`config.mk`:
```
export PLATFORM = sky130hd
export DESIGN_NAME = fdc_sector_buffer
export DESIGN_NICKNAME = d
export VERILOG_FILES = /design/src/rtl/fdc_link_pkg.sv /design/src/rtl/fdc_sector_buffer.sv
export SDC_FILE = /design/constraint.sdc
export NUM_CORES = 2
export LEC_CHECK = 0
export BUFFER_PORTS_ARGS = -buffer_cell sky130_fd_sc_hd__clkbuf_2
export CORE_MARGIN = 2
export CORE_UTILIZATION = 65
export DETAILED_ROUTE_END_ITERATION = 7
export GPL_ROUTABILITY_DRIVEN = 0
export GPL_TIMING_DRIVEN = 1
export PLACE_DENSITY_LB_ADDON = 0.08
export SKIP_CTS_REPAIR_TIMING = 1
export SLEW_MARGIN = 25
export SYNTH_ARGS = -nofsm -noshare
export SYNTH_HDL_FRONTEND = slang
export SYNTH_SLANG_ARGS = --single-unit
```
`constraint.sdc`:
```
create_clock -name clk -period 5.3 [get_ports clk]
set_input_delay 0.265 -clock clk [delete_from_list [all_inputs] [get_ports clk]]
set_output_delay 0.265 -clock clk [all_outputs]
set_load 0.02 [all_outputs]
```
`src/rtl/fdc_link_pkg.sv`:
```
package fdc_link_pkg;

	// request codes toward the workhorse, side goes in bit 0
	localparam logic [7:0] REQ_READ      = 8'h10;
	localparam logic [7:0] REQ_READ_ADDR = 8'h30;
	localparam logic [7:0] REQ_IDLE      = 8'h80; // nothing pending

	// workhorse status byte
	localparam int WS_DONE = 0;
	localparam int WS_OK   = 1; // only meaningful with done

	// sector buffer geometry
	localparam int SECTOR_BYTES = 512;
	localparam int ADDR_BYTES   = 6; // track, side, sector, size, crc x2
	localparam int BUF_AW       = 9;

endpackage

```
`src/rtl/fdc_sector_buffer.sv`:
```
`timescale 1ns/1ps

module fdc_sector_buffer (
	input  logic                            clk,
	// workhorse fill port
	input  logic                            fill_wr,
	input  logic [fdc_link_pkg::BUF_AW-1:0] fill_addr,
	input  logic [7:0]                      fill_data,
	// controller read port
	input  logic [fdc_link_pkg::BUF_AW-1:0] rd_addr,
	output logic [7:0]                      rd_data
);

	logic [7:0] mem [fdc_link_pkg::SECTOR_BYTES];

	always_ff @(posedge clk) begin
		if (fill_wr)
			mem[fill_addr] <= fill_data;
	end

	// registered read, data follows the address by one clock
	always_ff @(posedge clk) begin
		rd_data <= mem[rd_addr];
	end

	a_fill_in_range: assert property (@(posedge clk)
		fill_wr |-> (int'(fill_addr) < fdc_link_pkg::SECTOR_BYTES))
		else $error("fill address outside sector buffer");

endmodule

```
* Word level (Yosys, flattened, before mapping)
Memories as Yosys holds them, arrays and structs flattened. A register that Yosys moved wholly into a read port is not among the register bits.
Index checks and enable logic that the tools add are counted.
** Word-level totals
- Latch bits :: 0
- Bits in writable memories :: 4096
- Word-level logic and storage cells :: 3
- Bits in registers :: 0
- Memories kept :: 1
- Memory bits (read-only) :: 0
** Cells by class
- Magnitude comparators :: 0
- Eq/ne operators :: 0
- Shifts and indexed selects :: 0
- Reductions and logical operators :: 0
- Bitwise gates (word level) :: 0
- Add/sub/neg operators :: 0
- Mux-type cells :: 2
- $mul :: 0
- Divide/modulo/power cells :: 0
** Memories
- mem :: depth 512, width 8, read ports 1, clocked after memory_dff 1, wr ports 1, RTL line fdc_sector_buffer.sv:14 : logic [7:0] mem [fdc_link_pkg::SECTOR_BYTES];
** Operator list (count)
- $mux 1 :: 2

* Longest topological paths before layout
- Depth after elaboration :: 2
- Gate-level depth with buffers :: 12

* Least setup slack after synthesis
Ideal clock, no wire load.
- Kind :: input -> register
- Start :: input port rd_addr[0] (netlist name)
- End :: register rd_data[0] (read register of mem)
- Slack :: 3.063 ns
- Stages :: 10
- Buffers on the path :: 4
- Data arrival time :: 2.119 ns
- Setup time :: 0.118 ns
- Cell sequence :: buf_4 buf_12 buf_12 buf_2 mux4_2 o21ai_0 nand3_1 nand4_1 o21ai_0 o2111a_1
** RTL lines
- start: declaration :: RTL line fdc_sector_buffer.sv:10 : input logic [fdc_link_pkg::BUF_AW-1:0] rd_addr,
- end: declaration :: RTL line fdc_sector_buffer.sv:11 : output logic [7:0] rd_data

==> results.sh <==
export IMPL_drv_cap=0
export IMPL_grt_max_degree=184
export IMPL_max_stage_delay_ns=0.78
export IMPL_core_area_sq_um=245300
export IMPL_clk_pin_slew_ns=0.06
export IMPL_worst_pin_slew_ns=1.169
export IMPL_drtIter0Drc=13080
export IMPL_cp_data_required_time_ns=6.15
export IMPL_dp_slack_ns=0.8927
export IMPL_synthArstFlopShare_pct=0
export IMPL_placed_cell_area_sq_um=163500
export IMPL_r2r_cells=7
export IMPL_grt_antenna_before_repair=21
export IMPL_rsz0062_at_grt="no"
export IMPL_num_vias=83070
export IMPL_cts_tree="done"
export IMPL_synth_cell_types=51
export IMPL_cp_end_kind="flip-flop"
export IMPL_fin_worst_skew_ns=0.05620
export IMPL_drive_above_1_share_pct=17.12
export IMPL_grt_pass1_wl_mm=582.8
export IMPL_io_buffer_count=35
export IMPL_vdd_drop_max_v=0.0003259
export IMPL_ios=36
export IMPL_setup_tns_ns=0
export IMPL_routed_wl_mm=408.2
export IMPL_crit_family="simple AND/OR/NAND/NOR gates"
export IMPL_dominantRegCellSynth="edfxtp_1"
export IMPL_ys_ff_latch=4104
export IMPL_htree_levels=5
export IMPL_powerDensity_nw_per_um2=380.4
export IMPL_viasPerCell=7.110
export IMPL_grt_pass1_vias=80470
export IMPL_path_max_fanout=62
export IMPL_cp_depth=11
export IMPL_hold_class="in2reg"
export IMPL_die_h_microns=500.0
export IMPL_grt_use_total_pct=32.72
export IMPL_violations="DRC"
export IMPL_fin_crit_sh_pct=68.38
export IMPL_hold_violations=0
export IMPL_synth_edf_count=4096
export IMPL_crit_chain="buf_6, or2_4, buf_12, buf_12, buf_4, o221ai_1, o22ai_1, o21ai_0, nand4_1, nand2_1, o2111a_1"
export IMPL_p_leak_uw=0.05584
export IMPL_maxSlewViolCount=0
export IMPL_setup_slack_ns=1.676
export IMPL_path_class="in2reg"
export IMPL_gr_total_overflow=0
export IMPL_finalSetupViolations=0
export IMPL_clkSinkCount=4104
export IMPL_clk_insertion_delay_late_ns=1.00
export IMPL_max_freq_mhz=275.9
export IMPL_ys_seq_area_share_pct=77.01
export IMPL_finalCriticalPeriod_ns=3.624
export IMPL_first_pass_iters=8
export IMPL_cts_buffers=406
export IMPL_avgSynthCellArea_sq_um=19.92
export IMPL_slowest_stage="or2_4"
export IMPL_rows=182
export IMPL_die_area_sq_um=250000
export IMPL_final_antenna_net_count=0
export IMPL_design_area_sq_um=176400
export IMPL_die_w_microns=500.0
export IMPL_start_util_pct=65.21
export IMPL_drc=5
export IMPL_critPathLaunchType="primary input"
export IMPL_slew_headroom_pct=22.09
export IMPL_path_buf_inv=4
export IMPL_yosys_warnings=0
export IMPL_syn_area_sq_um=159900
export IMPL_synthCells=8030
export IMPL_wl_per_cell_microns=34.94
export IMPL_worstPathArrival_ns=4.48
export IMPL_root_buffer="clkbuf_16"
export IMPL_syn_to_final_growth_pct=10.31
export IMPL_status="finished with violations"
export IMPL_dp_hpwl_mm=244.7
export IMPL_cp_common_cell="buf_12"
export IMPL_syn_nets=8058
export IMPL_worst_hold_path_num_cells=6
export IMPL_layout_nets=8174
export IMPL_ctsLongestPathBuffers=4
==> worst reg2reg max path: cells and delay by family, from the launching register on <==
kind	cells	cell delay [ns]
multiplexers	1	0.46
flip-flops	1	0.38
AND/OR/NAND/NOR	2	0.40
AO/OA/AOI/OAI	4	1.53
==> power by group <==
group	switching, uW	internal, uW
Combinational	2230	1010
Clock	11800	16300
Sequential	46.5	35700
Total	14100	53000
==> cell usage in the layout (no fill, tap or decap), types with 17 or more instances in the layout <==
cell type  netlist  layout
edfxtp_1      4096    4096
mux2i_1        797     797
mux4_2         654     654
nor2_1         597     593
clkbuf_16        0     414
o221ai_1       371     371
a21oi_1        194     194
o22ai_1        163     163
buf_4           70     128
o21ai_0        118     118
nor3_1         109     107
clkinv_1         0     107
nand2_1        111      97
clkbuf_1       265      76
clkinv_2         0      62
a22oi_1         61      61
buf_12           5      50
bufinv_16        0      43
nor4_1          36      36
nand3_1         36      32
nand4_1         32      32
clkbuf_2         0      23
and2_1          20      19
a211oi_1        17      17
==> logic make-up after synthesis <==
logic type      after synthesis  synth area share [%]
mux                        1451                 14.20
compound gates              979                 4.313
simple gates                980                 2.631
flops                      4104                 77.01
buf+inv                     516                 1.849
==> metal layers <==
metal	vias to the layer above	GRT usage (%)	routed length, microns
li1	33690	-	-
met1	43070	48.51	156700
met2	5356	48.33	187100
met3	943	7.316	46580
met4	12	12.96	17710
met5	-	0	79
==> state kept, by name, indices dropped and copies added, names as in the netlist <==
signal and cells:
mem 4096, rd_data 8
==> cell usage after synthesis, types with 64 or more instances <==
| library cell | instances | area [sq um] |
|---|---|---|
| nor2_1 | 597 | 2241 |
| buf_6 | 64 | 720.7 |
| o21ai_0 | 118 | 590.6 |
| nor3_1 | 109 | 545.5 |
| mux4_2 | 654 | 14730 |
| edfxtp_1 | 4096 | 123000 |
| o221ai_1 | 371 | 3249 |
| a21oi_1 | 194 | 970.9 |
| nand2_1 | 111 | 416.7 |
| buf_4 | 70 | 525.5 |
| mux2i_1 | 797 | 7978 |
| o22ai_1 | 163 | 1020 |
| clkbuf_1 | 265 | 994.7 |
==> cell type report <==
type | instances | area [sq um]
diodes | 7 | 17.52
inverters | 3 | 18.77
well taps | 3220 | 4029
fillers | 14380 | 68830
clock buffers | 490 | 10650
flip-flops and latches | 4104 | 123200
clock inverters | 229 | 2157
repair buffers | 221 | 2330
multi-input cells | 3410 | 34060
==> metrics by stage <==
stage / hold WS [ns] / total power [uW] / cells / utilization (%)
2_1_floorplan: 0.3639 / 38160 / 8030 / -
3_3_place_gp: 0.7152 / 39600 / 10950 / 66.66
6_report: 0.2173 / 67100 / 11680 / 71.93
3_5_place_dp: 0.7246 / 39660 / 10950 / 66.67
5_1_grt: 0.2466 / 68570 / 11680 / 71.93
4_1_cts: -0.3417 / 67210 / 11670 / 71.89
==> path summary, 6_finish.rpt <==
kind,startpoint,endpoint,slack (ns)
hold reg to reg,mem[299][7],rd_data[7],1.23
setup / recovery,rd_addr[2],rd_data[3],1.68
hold / removal,rd_addr[4],rd_data[6],0.22
setup reg to reg,mem[143][6],rd_data[6],2.43
Power figures use the tool's default switching activity.
