**config.mk**
```make
export PLATFORM = sky130hd
export DESIGN_NAME = fdc_watchdog
export DESIGN_NICKNAME = d
export VERILOG_FILES = /design/src/rtl/fdc_watchdog.sv
export SDC_FILE = /design/constraint.sdc
export NUM_CORES = 1
export LEC_CHECK = 0
export BUFFER_PORTS_ARGS = -buffer_cell sky130_fd_sc_hd__buf_2
export CELL_PAD_IN_SITES_DETAIL_PLACEMENT = 1
export CELL_PAD_IN_SITES_GLOBAL_PLACEMENT = 1
export CORE_UTILIZATION = 23
export CTS_CLUSTER_DIAMETER = 40
export CTS_CLUSTER_SIZE = 30
export DETAILED_ROUTE_END_ITERATION = 12
export PLACE_DENSITY = 0.55
export SYNTH_ARGS = -nofsm -noshare
export SYNTH_HDL_FRONTEND = slang
export SYNTH_SLANG_ARGS = --single-unit
```
**constraint.sdc**
```tcl
create_clock -name clk -period 3.2 [get_ports clk]
set_clock_uncertainty 0.2 [all_clocks]
set_input_delay 0.8 -clock clk [delete_from_list [all_inputs] [get_ports clk]]
set_output_delay 0.8 -clock clk [all_outputs]
set_load 0.02 [all_outputs]
```
**src/rtl/fdc_watchdog.sv**
```systemverilog
`timescale 1ns/1ps

module fdc_watchdog #(
	parameter int WATCHDOG_TIME = 255
) (
	input  logic clk,
	input  logic cock,
	input  logic clken,
	input  logic kick,
	output logic bark
);

	logic [7:0] count;

	always_ff @(posedge clk or posedge cock) begin
		if (cock)
			count <= 8'(WATCHDOG_TIME);
		else if (kick)
			count <= 8'(WATCHDOG_TIME); // any activity rearms
		else if (clken && count != 8'd0)
			count <= count - 8'd1;
	end

	assign bark = (count == 8'd0);

	// reload value has to fit the 8-bit counter
	a_reload_fits: assert property (@(posedge clk) disable iff (cock)
		kick |=> (int'(count) == WATCHDOG_TIME))
		else $error("watchdog reload value does not fit the counter");

endmodule

```
# Yosys cells after proc, flatten, opt, wreduce, memory -nomap -nowiden
# Cells that the tools add are included.
[word_totals]
regBits = 8
output_inout_bits = 1
word_cells = 8
[classes]
n_addsub = 1
mux = 2
reduce_logical = 4
[ops]
columns = ["cell", "n"]
rows = [
  ["two-way mux 8 bit", 2],
  ["logical NOT 8 bit", 1],
  ["nonzero test 8 bit", 1],
  ["subtractor 8 x 1 -> 8 bit (second input constant)", 1],
  ["nonzero test 2 bit", 1],
  ["logical AND 1 bit", 1],
]

# Longest topological paths before layout
# Gate-level depths: netlist of the first run.
[logic_depth]
depth_word = 4
depth_mapped = 5

# Worst setup path after synthesis of the first run
# Ideal clock, no wire load.
[synth_timing]
path_kind = "flip-flop to output port"
startpoint = "reg count[0]"
endpoint = "out bark"
arrival_time_ns = 1.412
t_required_ns = 2.200
slack_ns = 0.788
path_stages_with_launch = 5
n_path_buf = 0
cell_sequence = "dfstp_2 inv_1 ha_1 or3b_2 nor2_1"
[synth_between]
elab_chain_cells = 1
[synth_rtl]
columns = ["item", "line_no", "text"]
rows = [
  ["start: declaration", "13", "logic [7:0] count;"],
  ["start signal: assignment", "17", "count <= 8'(WATCHDOG_TIME);"],
  ["start signal: assignment", "19", "count <= 8'(WATCHDOG_TIME);"],
  ["start signal: assignment", "21", "count <= count - 8'd1;"],
  ["logical NOT 8 bit", "24", "assign bark = (count == 8'd0);"],
  ["end: declaration", "10", "output logic bark"],
]
# Every way passes these cells.

# Final worst setup path of the first run
# Ends and elaborated chain as after synthesis.

==> results of run 1 <==
-- cell families (layout without fill, tap and decap cells) --
| kind of cell | after synthesis | after routing |
|---|---|---|
| muxes | 2 | 2 |
| and+or+nand+nor | 19 | 19 |
| adders and majority gates | 2 | 2 |
| AOI/OAI and AO/OA | 12 | 12 |
| DFF | 8 | 8 |
| buffers and inverters | 4 | 11 |
-- per-stage QoR --
step / util (%) / power (mW)
floorplan: - / 0.120
global placement: 28.5 / 0.126
detailed placement: 28.5 / 0.126
CTS: 29.7 / 0.205
global route: 29.7 / 0.216
finish: 29.7 / 0.201
-- power by group through the flow --
| stage | clock, mW | sequential [mW] | combinational (mW) |
|---|---|---|---|
| after floorplan | 0 | 0.109 | 0.0107 |
| after global routing | 0.0887 | 0.108 | 0.0189 |
| final | 0.0766 | 0.108 | 0.0167 |
| after detailed placement | 0 | 0.109 | 0.0168 |
| after global placement | 0 | 0.109 | 0.0169 |
| after CTS | 0.0803 | 0.108 | 0.0171 |
-- per-layer routing --
| metal | GRT usage (%) | part of all wire (%) | up-vias |
|---|---|---|---|
| li1 | - | - | 191 |
| met1 | 14.7 | 51 | 185 |
| met2 | 18.1 | 43 | 7 |
| met3 | 6.92 | 4.9 | 2 |
| met4 | 5.14 | 1.1 | 0 |
| met5 | 0 | 0 | - |
-- cells in the mapped netlist (all sizes together) --
cell    instances
o21ai           4
or3b            2
nand2b          1
nor3b           1
o31ai           3
nor2            6
or4             3
a21oi           1
nor2b           2
a2111o          1
o211ai          1
mux2i           2
or3             1
dfstp           8
o311ai          2
inv             4
nand2           1
ha              2
nand3           2
-- cell type report --
cell class,instances,area (um2)
fill,229,1280
multi-input combinational,35,241
sequential,8,210
clock buffer,3,22.5
inverter,4,15.0
tap,25,31.3
timing repair buffer,4,20.0
-- cells in the final DEF (no fill, tap or decap), types with 2 or more instances in the layout --
cell type                  count
sky130_fd_sc_hd__dfstp_2       8
sky130_fd_sc_hd__clkbuf_4      3
sky130_fd_sc_hd__mux2i_1       2
sky130_fd_sc_hd__o311ai_0      2
sky130_fd_sc_hd__o21ai_0       4
sky130_fd_sc_hd__buf_2         4
sky130_fd_sc_hd__nor2b_1       2
sky130_fd_sc_hd__or4_1         2
sky130_fd_sc_hd__inv_1         4
sky130_fd_sc_hd__or3b_2        2
sky130_fd_sc_hd__nor2_1        6
sky130_fd_sc_hd__o31ai_1       3
sky130_fd_sc_hd__nand3_1       2
sky130_fd_sc_hd__ha_1          2
-- worst reg2reg max path, stage by stage, from the launching register on --
cell and delay [ns]:
sky130_fd_sc_hd__dfstp_2 0.37, sky130_fd_sc_hd__inv_1 0.09, sky130_fd_sc_hd__ha_1 0.19, sky130_fd_sc_hd__or3b_2 0.50
sky130_fd_sc_hd__o21ai_0 0.38, sky130_fd_sc_hd__mux2i_1 0.23
-- final timing paths --
path / start / endpoint / slack [ns]
max: count[0] / bark / 0.44
min: count[0] / count[0] / 0.33
max reg2reg: count[0] / count[1] / 1.16
min reg2reg: count[0] / count[0] / 0.33
max in group asynchronous: cock / count[6] / 2.24
min in group asynchronous: cock / count[3] / 0.53
==> results.md, run 1 <==
Cells and area:
- The finished cells cover roughly 540 um2.
- The share of final-layout standard cells stronger than drive strength 1 is between 30% and 40%.
- The register with the most flip-flops in the layout has 8 of them.
- The post-layout net count is just over 60.
- The largest registers in the layout are count (8).
- The number of antenna cells inserted is 0.
- Ranked by flip-flop count, first place goes to count.
- The area growth from synthesis to layout is 15.8%.
- Once layout is complete, the cells apart from fillers number a little under 80.

STA:
- The number of hold-slack violations in the final timing report is 0.
- The tightest hold path in the finished design has a slack of between 0.3 and 0.4 ns.
- In the final timing run, aggregate negative setup slack is 0 ns.
- The max-slew violation count is 0.
- The setup slack of the critical path after layout is 0.445 ns.
- The share of the clock period used by the worst path after layout is between 80% and 90%.
- For the pin with the worst max-slew slack, the measured transition is 0.424 ns.
- Measured against its own limit, the worst slew margin works out to 71.4%.
- The setup violation total in the final timing report is 0.
- Timing would allow up to 363 MHz.
- The worst path in the final design needs a cycle of about 2.8 ns, including I/O delays and setup.
- Setup repair after global routing left no endpoint under its margin.

Critical path:
- Data arrives at the worst endpoint at approximately 1.8 ns.
- The startpoint type of the worst setup path is a register.
- The top fanout value on the critical path is 4.
- On the critical path the largest part of the delay comes from simple AND/OR/NAND/NOR gates.
- The startpoint-to-endpoint class of the critical path is register to output pin.
- The critical path contains buffers and inverters numbering 2 combined.
- The signal on the critical path passes through inv_1, ha_1, or3b_2, nor2_1, buf_2.
- The cell at the slowest stage of the critical path is sky130_fd_sc_hd__or3b_2.
- The logic depth of the worst register-to-register path is 5.
- Data on the critical path is required at its endpoint by around 2.2 ns.
- The number of cells on the critical path is 5.
- The worst setup path is captured at an output pin.
- The largest single stage delay on the critical path is around 0.50 ns.

Synth:
- The share of cell area taken by muxes after synthesis is approximately 4.3%.
- The summed instance area of the synthesized netlist is about 470 um2.
- After Yosys synthesis, full adders, half adders and majority gates account for roughly 5.4% of the synthesized area.
- The synthesized area per cell is between 9 and 10 um2.
- The compound-cell area share of the yosys netlist is between 10% and 20%.
- The most area-hungry cell type in the Yosys netlist is sky130_fd_sc_hd__dfstp_2.
- In this run, distinct cell masters in the synthesized netlist total 20.
- The yosys synthesis warning count is 0.
- After synthesis, flip-flops and latches occupy 45.0% of the total area.
- After synthesis, the largest family of logic cells by area is simple AND/OR/NAND/NOR gates.
- The synthesized instance count is 47.
- Yosys attributes the largest share of cell area to sky130_fd_sc_hd__dfstp_2 (45%), sky130_fd_sc_hd__ha_1 (5.4%), sky130_fd_sc_hd__nor2_1 (4.8%).
- Summing the areas of all and, or, nand and nor instances in the mapped netlist gives 24.1% of the synthesized area.
- The proportion of netlist area held by the largest area contributor is 45.0%.
- Counting every net in the synthesized netlist gives 53.
- The count of state elements after synthesis is 8.
- The xor and xnor fraction of the mapped netlist area is 0%.

Clock tree:
- For the worst-skew pair, the clock arrives at the later sink with an insertion delay of ~0.25 ns.
- In this run the number of H-tree levels came out at 1.
- Gates resized during post-CTS repair numbered 0.
- The number of setup buffers added after CTS is 0.
- Clock-pin slew was measured on the worst setup and hold paths at around 0.05 ns.
- TritonCTS built the clock tree.
- The number of clock sinks is 8.
- Buffers inserted during clock tree synthesis total 3.
- The longest clock path from root to sink contains 2 buffers.
- The hold buffer count at cts is 0.
- The buffer type at the clock tree root is sky130_fd_sc_hd__clkbuf_4.

GRT:
- The first global-routing pass estimated roughly 1.8 mm of wire.
- Entering global routing, the biggest net connects 9 pins.
- The aggregate global routing overflow is 0.
- Global routing consumed, over all layers together, around an eighth of the routing resources.
- The number of antenna violations at the first check in global routing is 0.
- The number of global-route vias before repair is 417.

Floorplanning:
- The height of the die is 47.0 um.
- The starting density of the core is 25.6%.
- The I/O pin count is 5.
- The core region is approximately 1800 um2.
- The number of standard-cell rows in the floorplan is 15.
- The overall die width is about 47 um.
- The floorplan step defined a die boundary enclosing approximately 2200 um2.

Pwr:
- Power spread over the standard cell area amounts to about 370 nW/um2.
- Net switching is between 20 and 25% of the power.
- Summed over all nets, the switching power comes to 0.0458 mW.
- The internal portion of the total power is roughly 0.16 mW.
- VDD sags by at most about 180 uV.
- Of the total power, registers draw 53.7%.
- For this design the static power due to leakage is roughly 0.20 nW.
- The share of total power in combinational logic is around 8.3%.
- The share of total power dissipated in the clock network is a little under two fifths.

Placement:
- The detailed placement HPWL is 796 um.
- Summing all placed instances gives a cell area of ~520 um2.
- Input and output buffers added on the ports amount to 4.
- The routability congestion estimate from global placement is roughly 0.70.
- The worst setup slack after placement is between 0.7 and 0.8 ns.
- Including well taps, the total number of placed cells is between 70 and 80.

Drt:
- The final antenna-violating net count is 0.
- After the first detailed-routing iteration, the DRC count stood at 8.
- The remaining routing DRC violations is 0.
- The final routed wirelength across all metal layers is 990 um.
- Using the TritonRoute via totals, the vias-per-cell ratio works out to between 4 and 5.
- The total number of vias is slightly below 400.
- In the final routed layout, each cell accounts on average for between 10 and 15 um.
- The first TritonRoute pass finished after 3 iterations.

Job:
- Across the run, the number of max-cap violations was 0.

Hold path:
- The class of the worst hold path is register to register.
- The worst hold path passes through 2 cells.

Outcome:
- The run finished with clean final reports.
Power figures use the tool's default switching activity.
==> run 2, diff against run 1 <==
--- a/config.mk
+++ b/config.mk
@@ -8,6 +8,7 @@
 export BUFFER_PORTS_ARGS = -buffer_cell sky130_fd_sc_hd__buf_2
 export CELL_PAD_IN_SITES_DETAIL_PLACEMENT = 1
 export CELL_PAD_IN_SITES_GLOBAL_PLACEMENT = 1
+export CORE_MARGIN = 10
 export CORE_UTILIZATION = 23
 export CTS_CLUSTER_DIAMETER = 40
 export CTS_CLUSTER_SIZE = 30
==> run 2 against run 1 <==
Against the previous run: worst hold slack improved by 0.0042 ns; die area increased by 91%; sequential power about the same; final area increased by 0.46%; global-route usage decreased by 6.6 points; critical path type unchanged; highest routed layer unchanged.
==> results.md, run 2 (same netlist as run 1, synthesis figures left out) <==
Hold path:
- In this run the most critical hold path is launched from count[3].
- In this run the worst hold path is classified as register to register.

Critical path:
- The critical path required time is 2.20 ns (about the same).
- The category of the worst setup path capture point is an output pin.
- The destination of the critical timing path is bark.
- The worst register-to-register path ends at count[1].
- The worst setup path is launched from a register.
- The arrival time of data at the critical path endpoint is 1.76 ns (about the same).
- The logic depth of the worst register-to-register path is 5 (unchanged).
- The slack of the worst reg-to-reg path is 1.14 ns (-0.02 ns).
- The startpoint identified for the worst register-to-register timing path is count[0].
- The top fanout value on the critical path is 4 (unchanged).
- The critical path starts at count[0].
- The startpoint-to-endpoint class of the critical path is register to output pin.

Clock tree:
- The buffer depth of the longest clock path is 2 (unchanged).
- The number of clock sinks came to 8 (unchanged).
- The number of setup buffers added after CTS came to 0 (unchanged).
- The buffer type at the clock tree root is sky130_fd_sc_hd__clkbuf_4.
- The CTS tree is yes.
- The number of H-tree levels came to 1 (unchanged).
- The hold buffer count at cts is 0 (unchanged).
- The clock latency of the later-clocked register in the worst-skew pair was 0.26 ns (about the same).
- The number of gates resized after CTS is 0 (unchanged).
- The TritonCTS buffer count is 3 (unchanged).
- The clock transition time at the flip-flop clock pins of the worst setup and hold paths is 0.06 ns (about the same).

GRT:
- The wire length of the first global-routing pass is 1.81 mm (+1.1%).
- The aggregate global routing overflow is 0 (unchanged).
- The global-route usage over all layers is 5.70% (-6.6 points).
- The largest net degree at the start of global routing is 9 (unchanged).
- The number of antenna violations at the first check in global routing came to 0 (unchanged).
- The number of global-route vias before repair is 378 (-9.4%).

Floorplanning:
- The floorplan die area came to 4230 um2 (+91%).
- The height of the die is 65.0 um (+38%).
- The number of standard-cell rows in the floorplan was 16 (+1).
- The overall die width came to 65.0 um (+38%).
- The starting density of the core came to 24.0% (-1.6 points).
- The I/O pin count is 5 (unchanged).
- The core region area is 1940 um2 (+6.7%).

Job:
- The max-cap violation count came to 0 (unchanged).

STA:
- The final total negative setup slack is 0 ns (unchanged).
- The max-slew violation count is 0 (unchanged).
- The worst slew margin relative to its limit is 72.2% (+0.78 points).
- The slew of the pin with the lowest slew margin is 0.412 ns (-0.0116 ns).
- The share of the clock period used by the worst path after layout is 86.3% (+0.17 points).
- The shortest clock period the worst path allows after layout is 2.76 ns (+0.00543 ns).
- The number of hold-slack violations in the final timing report is 0 (unchanged).
- The maximum clock rate is 362 MHz (-0.20%).
- Setup repair after global routing left no endpoint under its margin.
- The setup violation total in the final timing report was 0 (unchanged).

Cells and area:
- The share of final-layout standard cells stronger than drive strength 1 was 33.3% (unchanged).
- Leaving out fill and tap cells, the most frequent cell in the layout is sky130_fd_sc_hd__dfstp_2.
- The register with the most flip-flops is count.
- The largest registers in the layout are count (8).
- From synthesis to final layout, the design area changed by 16.4%.
- The flip-flop count of the largest register, all copies and words added is 8 (unchanged).
- The post-layout net count was 62 (unchanged).
- In the layout the commonest cells are sky130_fd_sc_hd__dfstp_2 (8), sky130_fd_sc_hd__nor2_1 (6), sky130_fd_sc_hd__inv_1 (4), sky130_fd_sc_hd__o21ai_0 (4), sky130_fd_sc_hd__buf_2 (4).
- The number of antenna cells inserted is 0 (unchanged).

Drt:
- The final antenna-violating net count is 0 (unchanged).
- The total number of vias was 376 (-2.3%).
- The final routed wirelength across all metal layers is 1.07 mm (+8.4%).
- The remaining routing DRC violations is 0 (unchanged).
- The via density per instance is 4.64 (-4.7%).
- The routed length per placed instance was 13.2 um (+5.7%).
- The number of iterations in the first detailed-routing pass is 4 (+1).
- The count of routing violations after the opening detailed-route iteration was 4 (-4).

Outcome:
- The run finished with clean final reports.

Pwr:
- The power per cell area is 377 nW/um2 (+1.2%).
- The static leakage power is 0.204 nW (unchanged).
- The worst vdd rail ir drop is 233 uV (+27%).
- The post-layout total power was 0.205 mW (+1.6%).

Placement:
- The routability congestion estimate from global placement came to 0.664 (-4.9%).
- The number of buffers added on ports is 4 (unchanged).
- The detailed placement HPWL is 824 um (+3.4%).
run 2: power breakdown:
| part | switching [mW] | internal, mW | total [mW] |
|---|---|---|---|
| clock network | 0.0365 | 0.0431 | 0.0796 |
| registers | 0.00197 | 0.106 | 0.108 |
| logic | 0.0104 | 0.00653 | 0.0169 |
run 2: how the worst min path moves through the flow:
| stage | to | slack [ns] | depth (start not counted) |
|---|---|---|---|
| floorplan | count[6] | 0.30 | 2 |
| global placement | count[7] | 0.32 | 2 |
| detailed placement | count[3] | 0.33 | 2 |
| CTS | count[3] | 0.34 | 2 |
| global route | count[3] | 0.37 | 2 |
| finish | count[3] | 0.33 | 2 |
run 2: layout make-up:
type                            instances  area [um2]
Multi-Input combinational cell         35         241
Sequential cell                         8         210
Clock buffer                            3        22.5
Timing Repair Buffer                    4        20.0
Inverter                                4        15.0
Fill cell                             237        1400
Tap cell                               27        33.8
run 2: stage by stage:
stage	cell area, um2	setup slack (ns)	instances	util (%)	hold slack, ns
after floorplan	467	0.788	47	-	0.303
after global placement	520	0.757	78	26.8	0.323
after detailed placement	520	0.713	78	26.8	0.333
after CTS	543	0.412	81	28.0	0.341
after global routing	543	0.325	81	28.0	0.365
final	543	0.439	81	28.0	0.334
run 2: layer usage:
layer	GRT usage, %	share of wire [%]	wire length (um)
met5	0	0	0
met4	3.21	2.1	22
met3	3.95	6.1	65
met2	6.90	40	431
met1	7.09	52	554
run 2: worst max-delay path, cell delays in order, from the launching register on:
cell	delay, ns
sky130_fd_sc_hd__dfstp_2	0.37
sky130_fd_sc_hd__inv_1	0.09
sky130_fd_sc_hd__ha_1	0.20
sky130_fd_sc_hd__or3b_2	0.50
sky130_fd_sc_hd__nor2_1	0.15
sky130_fd_sc_hd__buf_2	0.19
