<file path="src/rtl/fdc_link_pkg.sv">
package fdc_link_pkg;

	// request codes toward the workhorse, side goes in bit 0
	localparam logic [7:0] REQ_READ      = 8'h10;
	localparam logic [7:0] REQ_READ_ADDR = 8'h30;
	localparam logic [7:0] REQ_IDLE      = 8'h80; // nothing pending

	// workhorse status byte
	localparam int WS_DONE = 0;
	localparam int WS_OK   = 1; // only meaningful with done

	// sector buffer geometry
	localparam int SECTOR_BYTES = 512;
	localparam int ADDR_BYTES   = 6; // track, side, sector, size, crc x2
	localparam int BUF_AW       = 9;

endpackage

</file>
<file path="src/rtl/fdc_regs_pkg.sv">
package fdc_regs_pkg;

	// host register map, 3-bit address
	localparam logic [2:0] A_COMMAND_STATUS = 3'd0; // write command, read status
	localparam logic [2:0] A_TRACK          = 3'd1;
	localparam logic [2:0] A_SECTOR         = 3'd2;
	localparam logic [2:0] A_DATA           = 3'd3;

	// command groups, upper nibble of the command byte
	localparam logic [3:0] CMD_RESTORE   = 4'h0;
	localparam logic [3:0] CMD_SEEK      = 4'h1;
	localparam logic [3:0] CMD_READ      = 4'h8; // 4'h9 is the multi-sector form
	localparam logic [3:0] CMD_READ_ADDR = 4'hC;

	// command byte fields
	localparam int BIT_STEP_DIR_GIVEN = 6;
	localparam int BIT_STEP_OUT       = 5; // 1 steps toward track 0
	localparam int BIT_UPDATE         = 4; // also multi-sector for reads
	localparam int BIT_HEAD_LOAD      = 3; // also side select for reads

	// status bits shared by all commands
	localparam int SB_BUSY     = 0;
	localparam int SB_CRCERR   = 3;
	localparam int SB_SEEKERR  = 4;
	localparam int SB_READONLY = 6;
	localparam int SB_NOTREADY = 7;

	// type I view
	localparam int SB_INDEX    = 1;
	localparam int SB_TRACK0   = 2;
	localparam int SB_HEADLOAD = 5;

	// read command view
	localparam int SB_DRQ      = 1;
	localparam int SB_LOSTDATA = 2;

endpackage

</file>
<file path="src/rtl/fdc_controller.sv">
`timescale 1ns/1ps

module fdc_controller #(
	parameter int SECTORS_PER_TRACK = 10
) (
	input  logic                            clk,
	input  logic                            cock,
	input  logic                            clken,
	// host bus
	input  logic                            rd,
	input  logic                            wr,
	input  logic [2:0]                      addr,
	input  logic [7:0]                      wdata,
	output logic [7:0]                      rdata,
	// register views
	output logic [7:0]                      track,
	output logic [7:0]                      sector,
	output logic [7:0]                      status,
	output logic                            irq,
	output logic                            drq,
	output logic                            lost_data,
	// workhorse link
	output logic [7:0]                      cpu_request,
	input  logic [7:0]                      cpu_status,
	// sector buffer
	output logic [fdc_link_pkg::BUF_AW-1:0] buf_addr,
	input  logic [7:0]                      buf_data,
	// watchdog
	output logic                            dog_kick,
	input  logic                            bark
);

	localparam int CW = fdc_link_pkg::BUF_AW + 1; // count must hold 512

	typedef enum logic {ST_READY, ST_WAIT} state_t;

	state_t      state;
	logic [7:0]  track_reg;
	logic [7:0]  sector_reg;
	logic [7:0]  head_pos;    // where the head really is
	logic        step_out;    // remembered step direction
	logic        side;
	logic        multi;
	logic        addr_cmd;    // current read is READ ADDRESS
	logic [CW-1:0] xfer_cnt;
	logic        cmd_mode;    // bit 7 of last command, picks status view
	logic        s_busy, s_drq, s_lost, s_seekerr, s_headload;
	logic        track0;
	logic        step_dir;
	logic [7:0]  next_head;
	logic        byte_rd;
	logic        read_ok;

	// a STEP without direction reuses the last one
	assign step_dir  = wdata[fdc_regs_pkg::BIT_STEP_DIR_GIVEN] ?
		wdata[fdc_regs_pkg::BIT_STEP_OUT] : step_out;
	assign next_head = step_dir ? head_pos - 8'd1 : head_pos + 8'd1;
	assign track0    = (head_pos == 8'd0);

	assign byte_rd = clken && rd && (addr == fdc_regs_pkg::A_DATA) &&
		(xfer_cnt != '0) && !bark;
	assign read_ok = clken && (state == ST_WAIT) &&
		cpu_status[fdc_link_pkg::WS_DONE] && cpu_status[fdc_link_pkg::WS_OK];
	assign dog_kick = byte_rd | read_ok;

	always_comb begin
		status = '0;
		status[fdc_regs_pkg::SB_BUSY]     = s_busy;
		status[fdc_regs_pkg::SB_NOTREADY] = 1'b0; // emulated drive is always there
		status[fdc_regs_pkg::SB_READONLY] = 1'b0;
		status[fdc_regs_pkg::SB_CRCERR]   = 1'b0;
		status[fdc_regs_pkg::SB_SEEKERR]  = s_seekerr;
		if (cmd_mode) begin
			status[fdc_regs_pkg::SB_DRQ]      = s_drq;
			status[fdc_regs_pkg::SB_LOSTDATA] = s_lost;
		end else begin
			status[fdc_regs_pkg::SB_INDEX]    = 1'b0; // no index pulses
			status[fdc_regs_pkg::SB_TRACK0]   = track0;
			status[fdc_regs_pkg::SB_HEADLOAD] = s_headload;
		end
	end

	always_ff @(posedge clk or posedge cock) begin
		if (cock) begin
			state       <= ST_READY;
			rdata       <= '0;
			track_reg   <= '0;
			sector_reg  <= '0;
			head_pos    <= 8'hFF; // unknown position, not on track 0
			step_out    <= 1'b0;
			side        <= 1'b0;
			multi       <= 1'b0;
			addr_cmd    <= 1'b0;
			xfer_cnt    <= '0;
			buf_addr    <= '0;
			cpu_request <= fdc_link_pkg::REQ_IDLE;
			cmd_mode    <= 1'b0;
			s_busy      <= 1'b0;
			s_drq       <= 1'b0;
			s_lost      <= 1'b0;
			s_seekerr   <= 1'b0;
			s_headload  <= 1'b0;
			irq         <= 1'b0;
		end else if (clken) begin
			if (rd) begin
				case (addr)
					fdc_regs_pkg::A_COMMAND_STATUS: rdata <= status;
					fdc_regs_pkg::A_TRACK:          rdata <= track_reg;
					fdc_regs_pkg::A_SECTOR:         rdata <= sector_reg;
					fdc_regs_pkg::A_DATA: if (byte_rd) rdata <= buf_data;
					default: ;
				endcase
			end

			case (state)
				ST_READY: begin
					if (s_drq && bark) begin
						// host stopped reading, abandon the transfer
						xfer_cnt <= '0;
						s_lost   <= 1'b1;
						s_drq    <= 1'b0;
						s_busy   <= 1'b0;
						multi    <= 1'b0;
					end else if (byte_rd) begin
						buf_addr <= buf_addr + 1'b1;
						xfer_cnt <= xfer_cnt - 1'b1;
						if (xfer_cnt == CW'(1)) begin
							if (multi && sector_reg < 8'(SECTORS_PER_TRACK)) begin
								sector_reg  <= sector_reg + 8'd1;
								cpu_request <= fdc_link_pkg::REQ_READ | {7'd0, side};
								s_drq       <= 1'b0;
								state       <= ST_WAIT;
							end else begin
								s_busy <= 1'b0;
								s_drq  <= 1'b0;
								multi  <= 1'b0;
								irq    <= 1'b1;
							end
						end
					end else if (wr && !s_busy) begin
						case (addr)
							fdc_regs_pkg::A_TRACK:  track_reg  <= wdata;
							fdc_regs_pkg::A_SECTOR: sector_reg <= wdata;
							fdc_regs_pkg::A_COMMAND_STATUS: begin
								cmd_mode  <= wdata[7];
								s_seekerr <= 1'b0;
								case (wdata[7:4])
									fdc_regs_pkg::CMD_RESTORE: begin
										head_pos   <= 8'd0;
										track_reg  <= 8'd0;
										s_headload <= wdata[fdc_regs_pkg::BIT_HEAD_LOAD];
										irq        <= 1'b1;
									end
									fdc_regs_pkg::CMD_SEEK: begin
										head_pos   <= track_reg;
										s_headload <= wdata[fdc_regs_pkg::BIT_HEAD_LOAD];
										irq        <= 1'b1;
									end
									fdc_regs_pkg::CMD_READ,
									fdc_regs_pkg::CMD_READ | 4'h1: begin
										cpu_request <= fdc_link_pkg::REQ_READ |
											{7'd0, wdata[fdc_regs_pkg::BIT_HEAD_LOAD]};
										side     <= wdata[fdc_regs_pkg::BIT_HEAD_LOAD];
										multi    <= wdata[fdc_regs_pkg::BIT_UPDATE];
										addr_cmd <= 1'b0;
										s_busy   <= 1'b1;
										s_drq    <= 1'b0;
										s_lost   <= 1'b0;
										irq      <= 1'b0;
										state    <= ST_WAIT;
									end
									fdc_regs_pkg::CMD_READ_ADDR: begin
										// side is whatever the last read selected
										cpu_request <= fdc_link_pkg::REQ_READ_ADDR | {7'd0, side};
										multi    <= 1'b0;
										addr_cmd <= 1'b1;
										s_busy   <= 1'b1;
										s_drq    <= 1'b0;
										s_lost   <= 1'b0;
										irq      <= 1'b0;
										state    <= ST_WAIT;
									end
									default: begin
										if (!wdata[7]) begin // the six STEP forms
											if (wdata[fdc_regs_pkg::BIT_STEP_DIR_GIVEN])
												step_out <= wdata[fdc_regs_pkg::BIT_STEP_OUT];
											head_pos <= next_head;
											if (wdata[fdc_regs_pkg::BIT_UPDATE])
												track_reg <= next_head;
											s_headload <= wdata[fdc_regs_pkg::BIT_HEAD_LOAD];
											irq        <= 1'b1;
										end
										// write sector and track commands fall through unserved
									end
								endcase
							end
							default: ;
						endcase
					end
				end
				ST_WAIT: begin
					if (cpu_status[fdc_link_pkg::WS_DONE]) begin
						cpu_request <= fdc_link_pkg::REQ_IDLE;
						state       <= ST_READY;
						if (cpu_status[fdc_link_pkg::WS_OK]) begin
							s_drq    <= 1'b1;
							irq      <= 1'b0;
							buf_addr <= '0;
							xfer_cnt <= addr_cmd ? CW'(fdc_link_pkg::ADDR_BYTES) :
								CW'(fdc_link_pkg::SECTOR_BYTES);
						end else begin
							s_seekerr <= 1'b1; // sector not found
							s_busy    <= 1'b0;
							multi     <= 1'b0;
							irq       <= 1'b1;
						end
					end
				end
				default: state <= ST_READY;
			endcase
		end
	end

	assign track     = head_pos;
	assign sector    = sector_reg;
	assign drq       = s_drq;
	assign lost_data = s_lost;

	a_drq_busy: assert property (@(posedge clk) disable iff (cock) s_drq |-> s_busy)
		else $error("drq set without busy");

	a_request_busy: assert property (@(posedge clk) disable iff (cock)
		(cpu_request != fdc_link_pkg::REQ_IDLE) |-> s_busy)
		else $error("workhorse request pending while idle");

endmodule

</file>
<file path="config.mk">
export PLATFORM = sky130hd
export DESIGN_NAME = fdc_controller
export DESIGN_NICKNAME = d
export VERILOG_FILES = /design/src/rtl/fdc_link_pkg.sv /design/src/rtl/fdc_regs_pkg.sv /design/src/rtl/fdc_controller.sv
export SDC_FILE = /design/constraint.sdc
export NUM_CORES = 1
export LEC_CHECK = 0
export BUFFER_PORTS_ARGS = -buffer_cell sky130_fd_sc_hd__buf_2
export CAP_MARGIN = 10
export CORE_MARGIN = 2
export CORE_UTILIZATION = 40
export CTS_CLUSTER_SIZE = 28
export DETAILED_ROUTE_END_ITERATION = 6
export PLACE_DENSITY = 0.71
export SYNTH_ARGS = -nofsm -noshare
export SYNTH_HDL_FRONTEND = slang
export SYNTH_SLANG_ARGS = --single-unit
</file>
<file path="constraint.sdc">
create_clock -name clk -period 7.6 [get_ports clk]
set_input_delay 1.52 -clock clk [delete_from_list [all_inputs] [get_ports clk]]
set_output_delay 1.52 -clock clk [all_outputs]
set_load 0.005 [all_outputs]
</file>
Word-level counts from Yosys, hierarchy flattened --
Cells that the tools add are included.
Storage, ports and cells: output and inout port bits 53, logic and storage cells 212, register bits after elaboration 71, bits of input ports 33
Operators by class: order comparisons 1, eq/ne operators 39, bitwise operators 7, mux-type cells 94, reduce and logical (&&, ||, !) cells 47, add/sub/neg operators 5
Operators with widths (count):
- two-way mux 8 bit | 17
- case mux 8 bit (2 select lines) | 4
- AND reduction 8 bit | 7
- two-way mux 10 bit | 5
- two-way mux 1 bit | 49
- two-way mux 9 bit | 4
- AND reduction 7 bit | 5
- case mux 8 bit (4 select lines) | 1
- case mux 8 bit (3 select lines) | 1
- != test 3 bit, second input constant | 7
- != test 2 bit, second input constant | 10
- case mux 1 bit (2 select lines) | 10
- case mux 10 bit (2 select lines) | 1
- case mux 9 bit (2 select lines) | 1
- adder 8 x 1 -> 8 bit, second input constant | 2
- != test 4 bit, second input constant | 4
- nonzero test 2 bit | 7
- equality test 4 bit, second input constant | 3
- AND reduction 6 bit | 2
- equality test 10 x 1 -> 1 bit, second input constant | 1
- logical AND 1 bit | 10
- nonzero test 10 bit | 1
- subtractor 10 x 1 -> 10 bit, second input constant | 1
- adder 9 x 1 -> 9 bit, second input constant | 1
- other kinds (27) | 39

Depth between registers and ports, before layout --
depth after elaboration 8, gate-level depth with buffers 9, gate-level depth less buffers 8

Worst setup path before layout --
Ideal clock, no wire load.
path kind input-to-reg, start point input port wdata[6], end point register track_reg[6], required time 7.474 ns, buffers on the path 1, data arrival time 3.683 ns, path slack 3.791 ns, cell stages on the path 9, setup time 0.126 ns, path through buf_2 > mux2_2 > fa_1 > a21o_1 > a21oi_1 > nand3b_1 > o22ai_1 > or2_2 > a221o_1
On the way: cells in the longest elaborated chain, start to end 6, elaborated cells on any way between the ends 16, those cells by class 7 x eq/ne; 6 x mux; 3 x reduce/logical
RTL lines:
- from (decl) | RTL line fdc_controller.sv:13 | input logic [7:0] wdata,
- two-way mux 1 bit
- named net step_dir | RTL line fdc_controller.sv:49 | logic step_dir;
- two-way mux 8 bit | RTL line fdc_controller.sv:57 | assign next_head = step_dir ? head_pos - 8'd1 : head_pos + 8'd1;
- two-way mux 8 bit | RTL line fdc_controller.sv:188 | if (wdata[fdc_regs_pkg::BIT_UPDATE])
- two-way mux 8 bit | RTL line fdc_controller.sv:184 | if (!wdata[7]) begin
- case mux 8 bit (2 select lines) | RTL line fdc_controller.sv:147 | case (wdata[7:4])
- case mux 8 bit (2 select lines) | RTL line fdc_controller.sv:141 | case (addr)
- to (signal assigned) | RTL line fdc_controller.sv:142 | fdc_regs_pkg::A_TRACK: track_reg <= wdata;
- to (signal assigned) | RTL line fdc_controller.sv:189 | track_reg <= next_head;
- to (decl) | RTL line fdc_controller.sv:38 | logic [7:0] track_reg;
The timed path passes the listed nets, and every way through them passes these cells. The select of a mux whose other input is x is not followed. A chain may end at the register's enable or synchronous reset.

Final worst setup path --
start point input port addr[0], end point output port dog_kick
On the way: cells in the longest elaborated chain, start to end 5
RTL lines:
- from (decl) | RTL line fdc_controller.sv:12 | input logic [2:0] addr,
- equality test 3 x 2 -> 1 bit | RTL line fdc_controller.sv:60 | assign byte_rd = clken && rd && (addr == fdc_regs_pkg::A_DATA) &&
- logical AND 1 bit (2 in series) | RTL line fdc_controller.sv:60
- logical AND 1 bit | RTL line fdc_controller.sv:61 | (xfer_cnt != '0) && !bark;
- OR 1 bit | RTL line fdc_controller.sv:64 | assign dog_kick = byte_rd | read_ok;
- to (decl) | RTL line fdc_controller.sv:29 | output logic dog_kick,
Every way passes these cells.

==> results.md <==
Global route:
- The remaining global-route overflow is 0.
- In the global route stage, overall resource usage came out at 0.204.
- The first-pass GRT wire length is 18300 µm.
- Entering global routing, the biggest net connects 68 pins.
- The initial antenna violation count is 0.
- The via count of the first global-routing pass is 3692.

Synth:
- The number of cells produced by synthesis is 476.
- Of the total synthesized cell area, the portion taken by AND, OR, NAND and NOR gates is 0.234.
- The commonest cells after synthesis are dfrtp_1 (58), nor2_1 (58), nand2_1 (42), a21oi_1 (26).
- The number of enable-type register cells in the synthesized netlist is 0.
- The cell type with the highest aggregate area in the netlist is dfrtp_1.
- The synthesized-area fraction occupied by xor and xnor cells is 0.0395.
- The warning count from the yosys run is 0.
- The share of the yosys chip area belonging to registers is 0.389.
- By area the synthesized netlist is led by dfrtp_1 (33%), dfstp_2 (5.5%), nor2_1 (5.0%).
- The dominant combinational cell family by area after synthesis is simple AND/OR/NAND/NOR gates.
- Of all flip-flops after synthesis, the portion carrying an async set or reset was 1.00.
- The post-synthesis instance area is 4340 µm².
- In the synthesized netlist the dominant register cell turns out to be dfrtp_1.
- In this run, distinct cell masters in the synthesized netlist total 77.
- The synthesized-area fraction occupied by adder cells is 0.0335.
- Dividing the synthesized area by the synthesized cell count gives 9.11 µm².
- The portion of synthesized area spent on multiplexers is 0.0586.
- Counting flops and latches in the post-synthesis netlist gives 67.
- The share of synthesized area in the top cell type comes to 0.335.
- The compound-cell area share of the yosys netlist is 0.181.

CTS:
- CTS saw 67 sinks.
- The clock tree buffer depth is 2.
- Once the clock tree was built, the setup fixing pass inserted 0 buffers.
- The number of hold buffers added after cts is 0.
- The CTS root buffer is clkbuf_8.
- The number of buffers inserted during clock tree synthesis is 9.
- The clock latency reported for the late side of the worst-skew pair is between 0.3 and 0.4 ns.
- Clock-pin slew was measured on the worst setup and hold paths at 0.07 ns.
- CTS built an H-tree with a depth of 3.
- TritonCTS built the clock tree.
- The number of resized instances in the post-cts repair step is 0.

Setup path:
- The worst setup path is of the primary input to output port kind.
- The startpoint identified for the worst register-to-register timing path is state.
- The startpoint type of the worst setup path is a primary input.
- STA classifies the critical path endpoint as an output port.
- In this run the worst setup path begins at addr[0].
- The arrival time at the worst endpoint is approximately 2.8 ns.
- The required time of the critical path is just over 6 ns.
- Along the worst path, the maximum fanout reaches 17.

Routing:
- The number of nets with antenna violations after detailed routing is 0.
- The number of vias after detailed routing is 3780.
- The total length of routed wires is 11300 µm.
- The first routing iteration left 190 violations.
- The average detailed-routed wire length per instance is 16.8 µm.
- For this run, design rule violations remaining after detail routing come to 0.
- Dividing the detail-routed via count by the number of cells gives about 5.6.
- For this run, the detailed router's first-pass iteration total came to 5.

Status:
- The run finished with clean final reports.

Power:
- The part of the total power dissipated in combinational logic is 0.364.
- The cell-internal power is 0.000872 W.
- The sequential power share is 0.441.
- The analysis attributes to cell leakage a power of 2.18 nW.
- The ratio of total power to cell area is 291 nW/µm².
- The part of the total power dissipated in the clock network is 0.196.
- The switching power summed over all nets is approximately 0.00055 W.
- Of the total power, the share spent switching nets is 0.385.
- Summing internal, switching and leakage power gives between 0.001 and 0.0015 W.
- The maximum ir drop on the vdd rail is 0.000177 V.

Placement:
- The standard cell area after detailed placement is 4690 µm².
- The final weighted congestion in routability-driven placement is 0.860.
- After legalization and detailed placement, the total HPWL measured 8430 µm.
- The count of buffers from port buffering is slightly above 70.

STA:
- The max-slew headroom at the worst pin is 0.247.
- Setup repair after global routing left no endpoint under its margin.
- Setup violations remaining at the end of the flow were counted as 0.
- The total negative setup slack is 0 ns.
- The highest achievable clock rate is 230 MHz.
- The post-route minimum period is between 4 and 5 ns.
- Clock skew on the completed layout was measured at 0.0100 ns.
- The portion of the clock cycle consumed by the worst path in the final layout is 0.571.
- The slew at the pin closest to its max-slew limit is 1.12 ns.
- The number of hold violations in the final report is 0.
- The number of max-slew violations in the final report is 0.

Floorplan:
- The number of placement rows is 38.
- The core box area is 10700 µm².
- Measured along the x axis, the die boundary spans 108 µm.
- The initial core utilization is 0.405.
- The number of primary I/O pins is 86.
- The area of the die is 11700 µm².
- The floorplan step set the die height to about 110 µm.

Final layout:
- The fraction of layout instances using a drive strength above 1 is 0.246.
- Summing all non-filler instances in the final layout gives an area of 4870 µm².
- The area overhead of the layout relative to synthesis is 12.4%.
- The layout has 1045 filler cells.
- The repair_antennas step left the layout with diodes totalling 0.
- The number of flip-flops under the largest register name is 16.
- After the last flow step, the layout net total stands at 575.

Hold path:
- The class of the most critical hold timing path is flop to flop.
- The startpoint identified for the worst hold timing path is cpu_request[7].

Run:
- The number of max-cap violations is 0.
-- worst paths after layout --
kind / to / slack [ns] / cells after the start
worst max-delay path: dog_kick / 3.26 / 6
worst min-delay path: cpu_request[7] / 0.49 / 1
worst max register to register: s_busy / 4.90 / 6
worst min register to register: cpu_request[7] / 0.49 / 1
max in group asynchronous: rdata[2] / 5.62 / 3
min in group asynchronous: buf_addr[5] / 1.43 / 3
-- final cells by class --
cell class / instances / area [µm²] / share of cell area
Multi-Input combinational cell: 364 / 2400 / 0.492
Sequential cell: 67 / 1690 / 0.346
Timing Repair Buffer: 73 / 368 / 0.0755
Clock buffer: 15 / 176 / 0.0362
Tap cell: 140 / 175 / 0.0359
Inverter: 16 / 60.1 / 0.0123
Clock inverter: 1 / 7.51 / 0.00154
-- placed cells by master, fill, tap and decap left out, types with 7 or more instances in the layout --
cell	count
dfstp_2	9
nand2_1	42
nand4_1	7
nand3_1	16
o21ai_1	20
a31oi_1	9
a21oi_1	26
buf_2	72
inv_1	15
o21ai_0	20
conb_1	7
nor3_1	8
dfrtp_1	58
ha_1	10
nor2_1	58
mux2i_1	10
xnor2_1	17
clkbuf_8	12
-- critical path, stage by stage --
cell and delay [ns]:
buf_2 0.35, nand2_1 0.20, nor3_2 0.22, nand2_2 0.20, o21ai_0 0.16, buf_2 0.16
-- layer usage --
layer | global-route usage | vias up | part of all wire | wire [µm]
li1 | - | 1802 | - | -
met1 | 0.263 | 1828 | 0.43 | 4890
met2 | 0.327 | 125 | 0.48 | 5490
met3 | 0.0464 | 25 | 0.057 | 650
met4 | 0.0925 | 0 | 0.028 | 319
met5 | 0 | - | 0 | 0
-- through the flow --
stage / setup slack, ns / utilization / instances / hold WS (ns)
finish: 3.26 / 0.456 / 676 / 0.492
global route: 3.14 / 0.456 / 676 / 0.507
CTS: 3.27 / 0.456 / 676 / 0.490
detailed placement: 3.27 / 0.438 / 660 / 0.474
global placement: 3.29 / 0.438 / 660 / 0.460
floorplan: 3.79 / - / 482 / 0.450
-- logic make-up after synthesis --
kind of cell	Yosys count
and+or+nand+nor	185
AOI/OAI and AO/OA	120
DFF	67
buffers and inverters	51
muxes	23
xor gates and xnor gates	18
adders and majority gates	11
other	1
-- power groups by stage --
| stage | Combinational [W] | Clock, W | Sequential [W] |
|---|---|---|---|
| 4_1_cts | 0.000519 | 0.000284 | 0.000622 |
| 5_1_grt | 0.000583 | 0.000303 | 0.000639 |
| 6_report | 0.000516 | 0.000278 | 0.000625 |
| 2_1_floorplan | 0.000366 | 0 | 0.000590 |
| 3_3_place_gp | 0.000496 | 0 | 0.000622 |
| 3_5_place_dp | 0.000517 | 0 | 0.000628 |
Note: power is estimated with default switching activity, not from simulation.
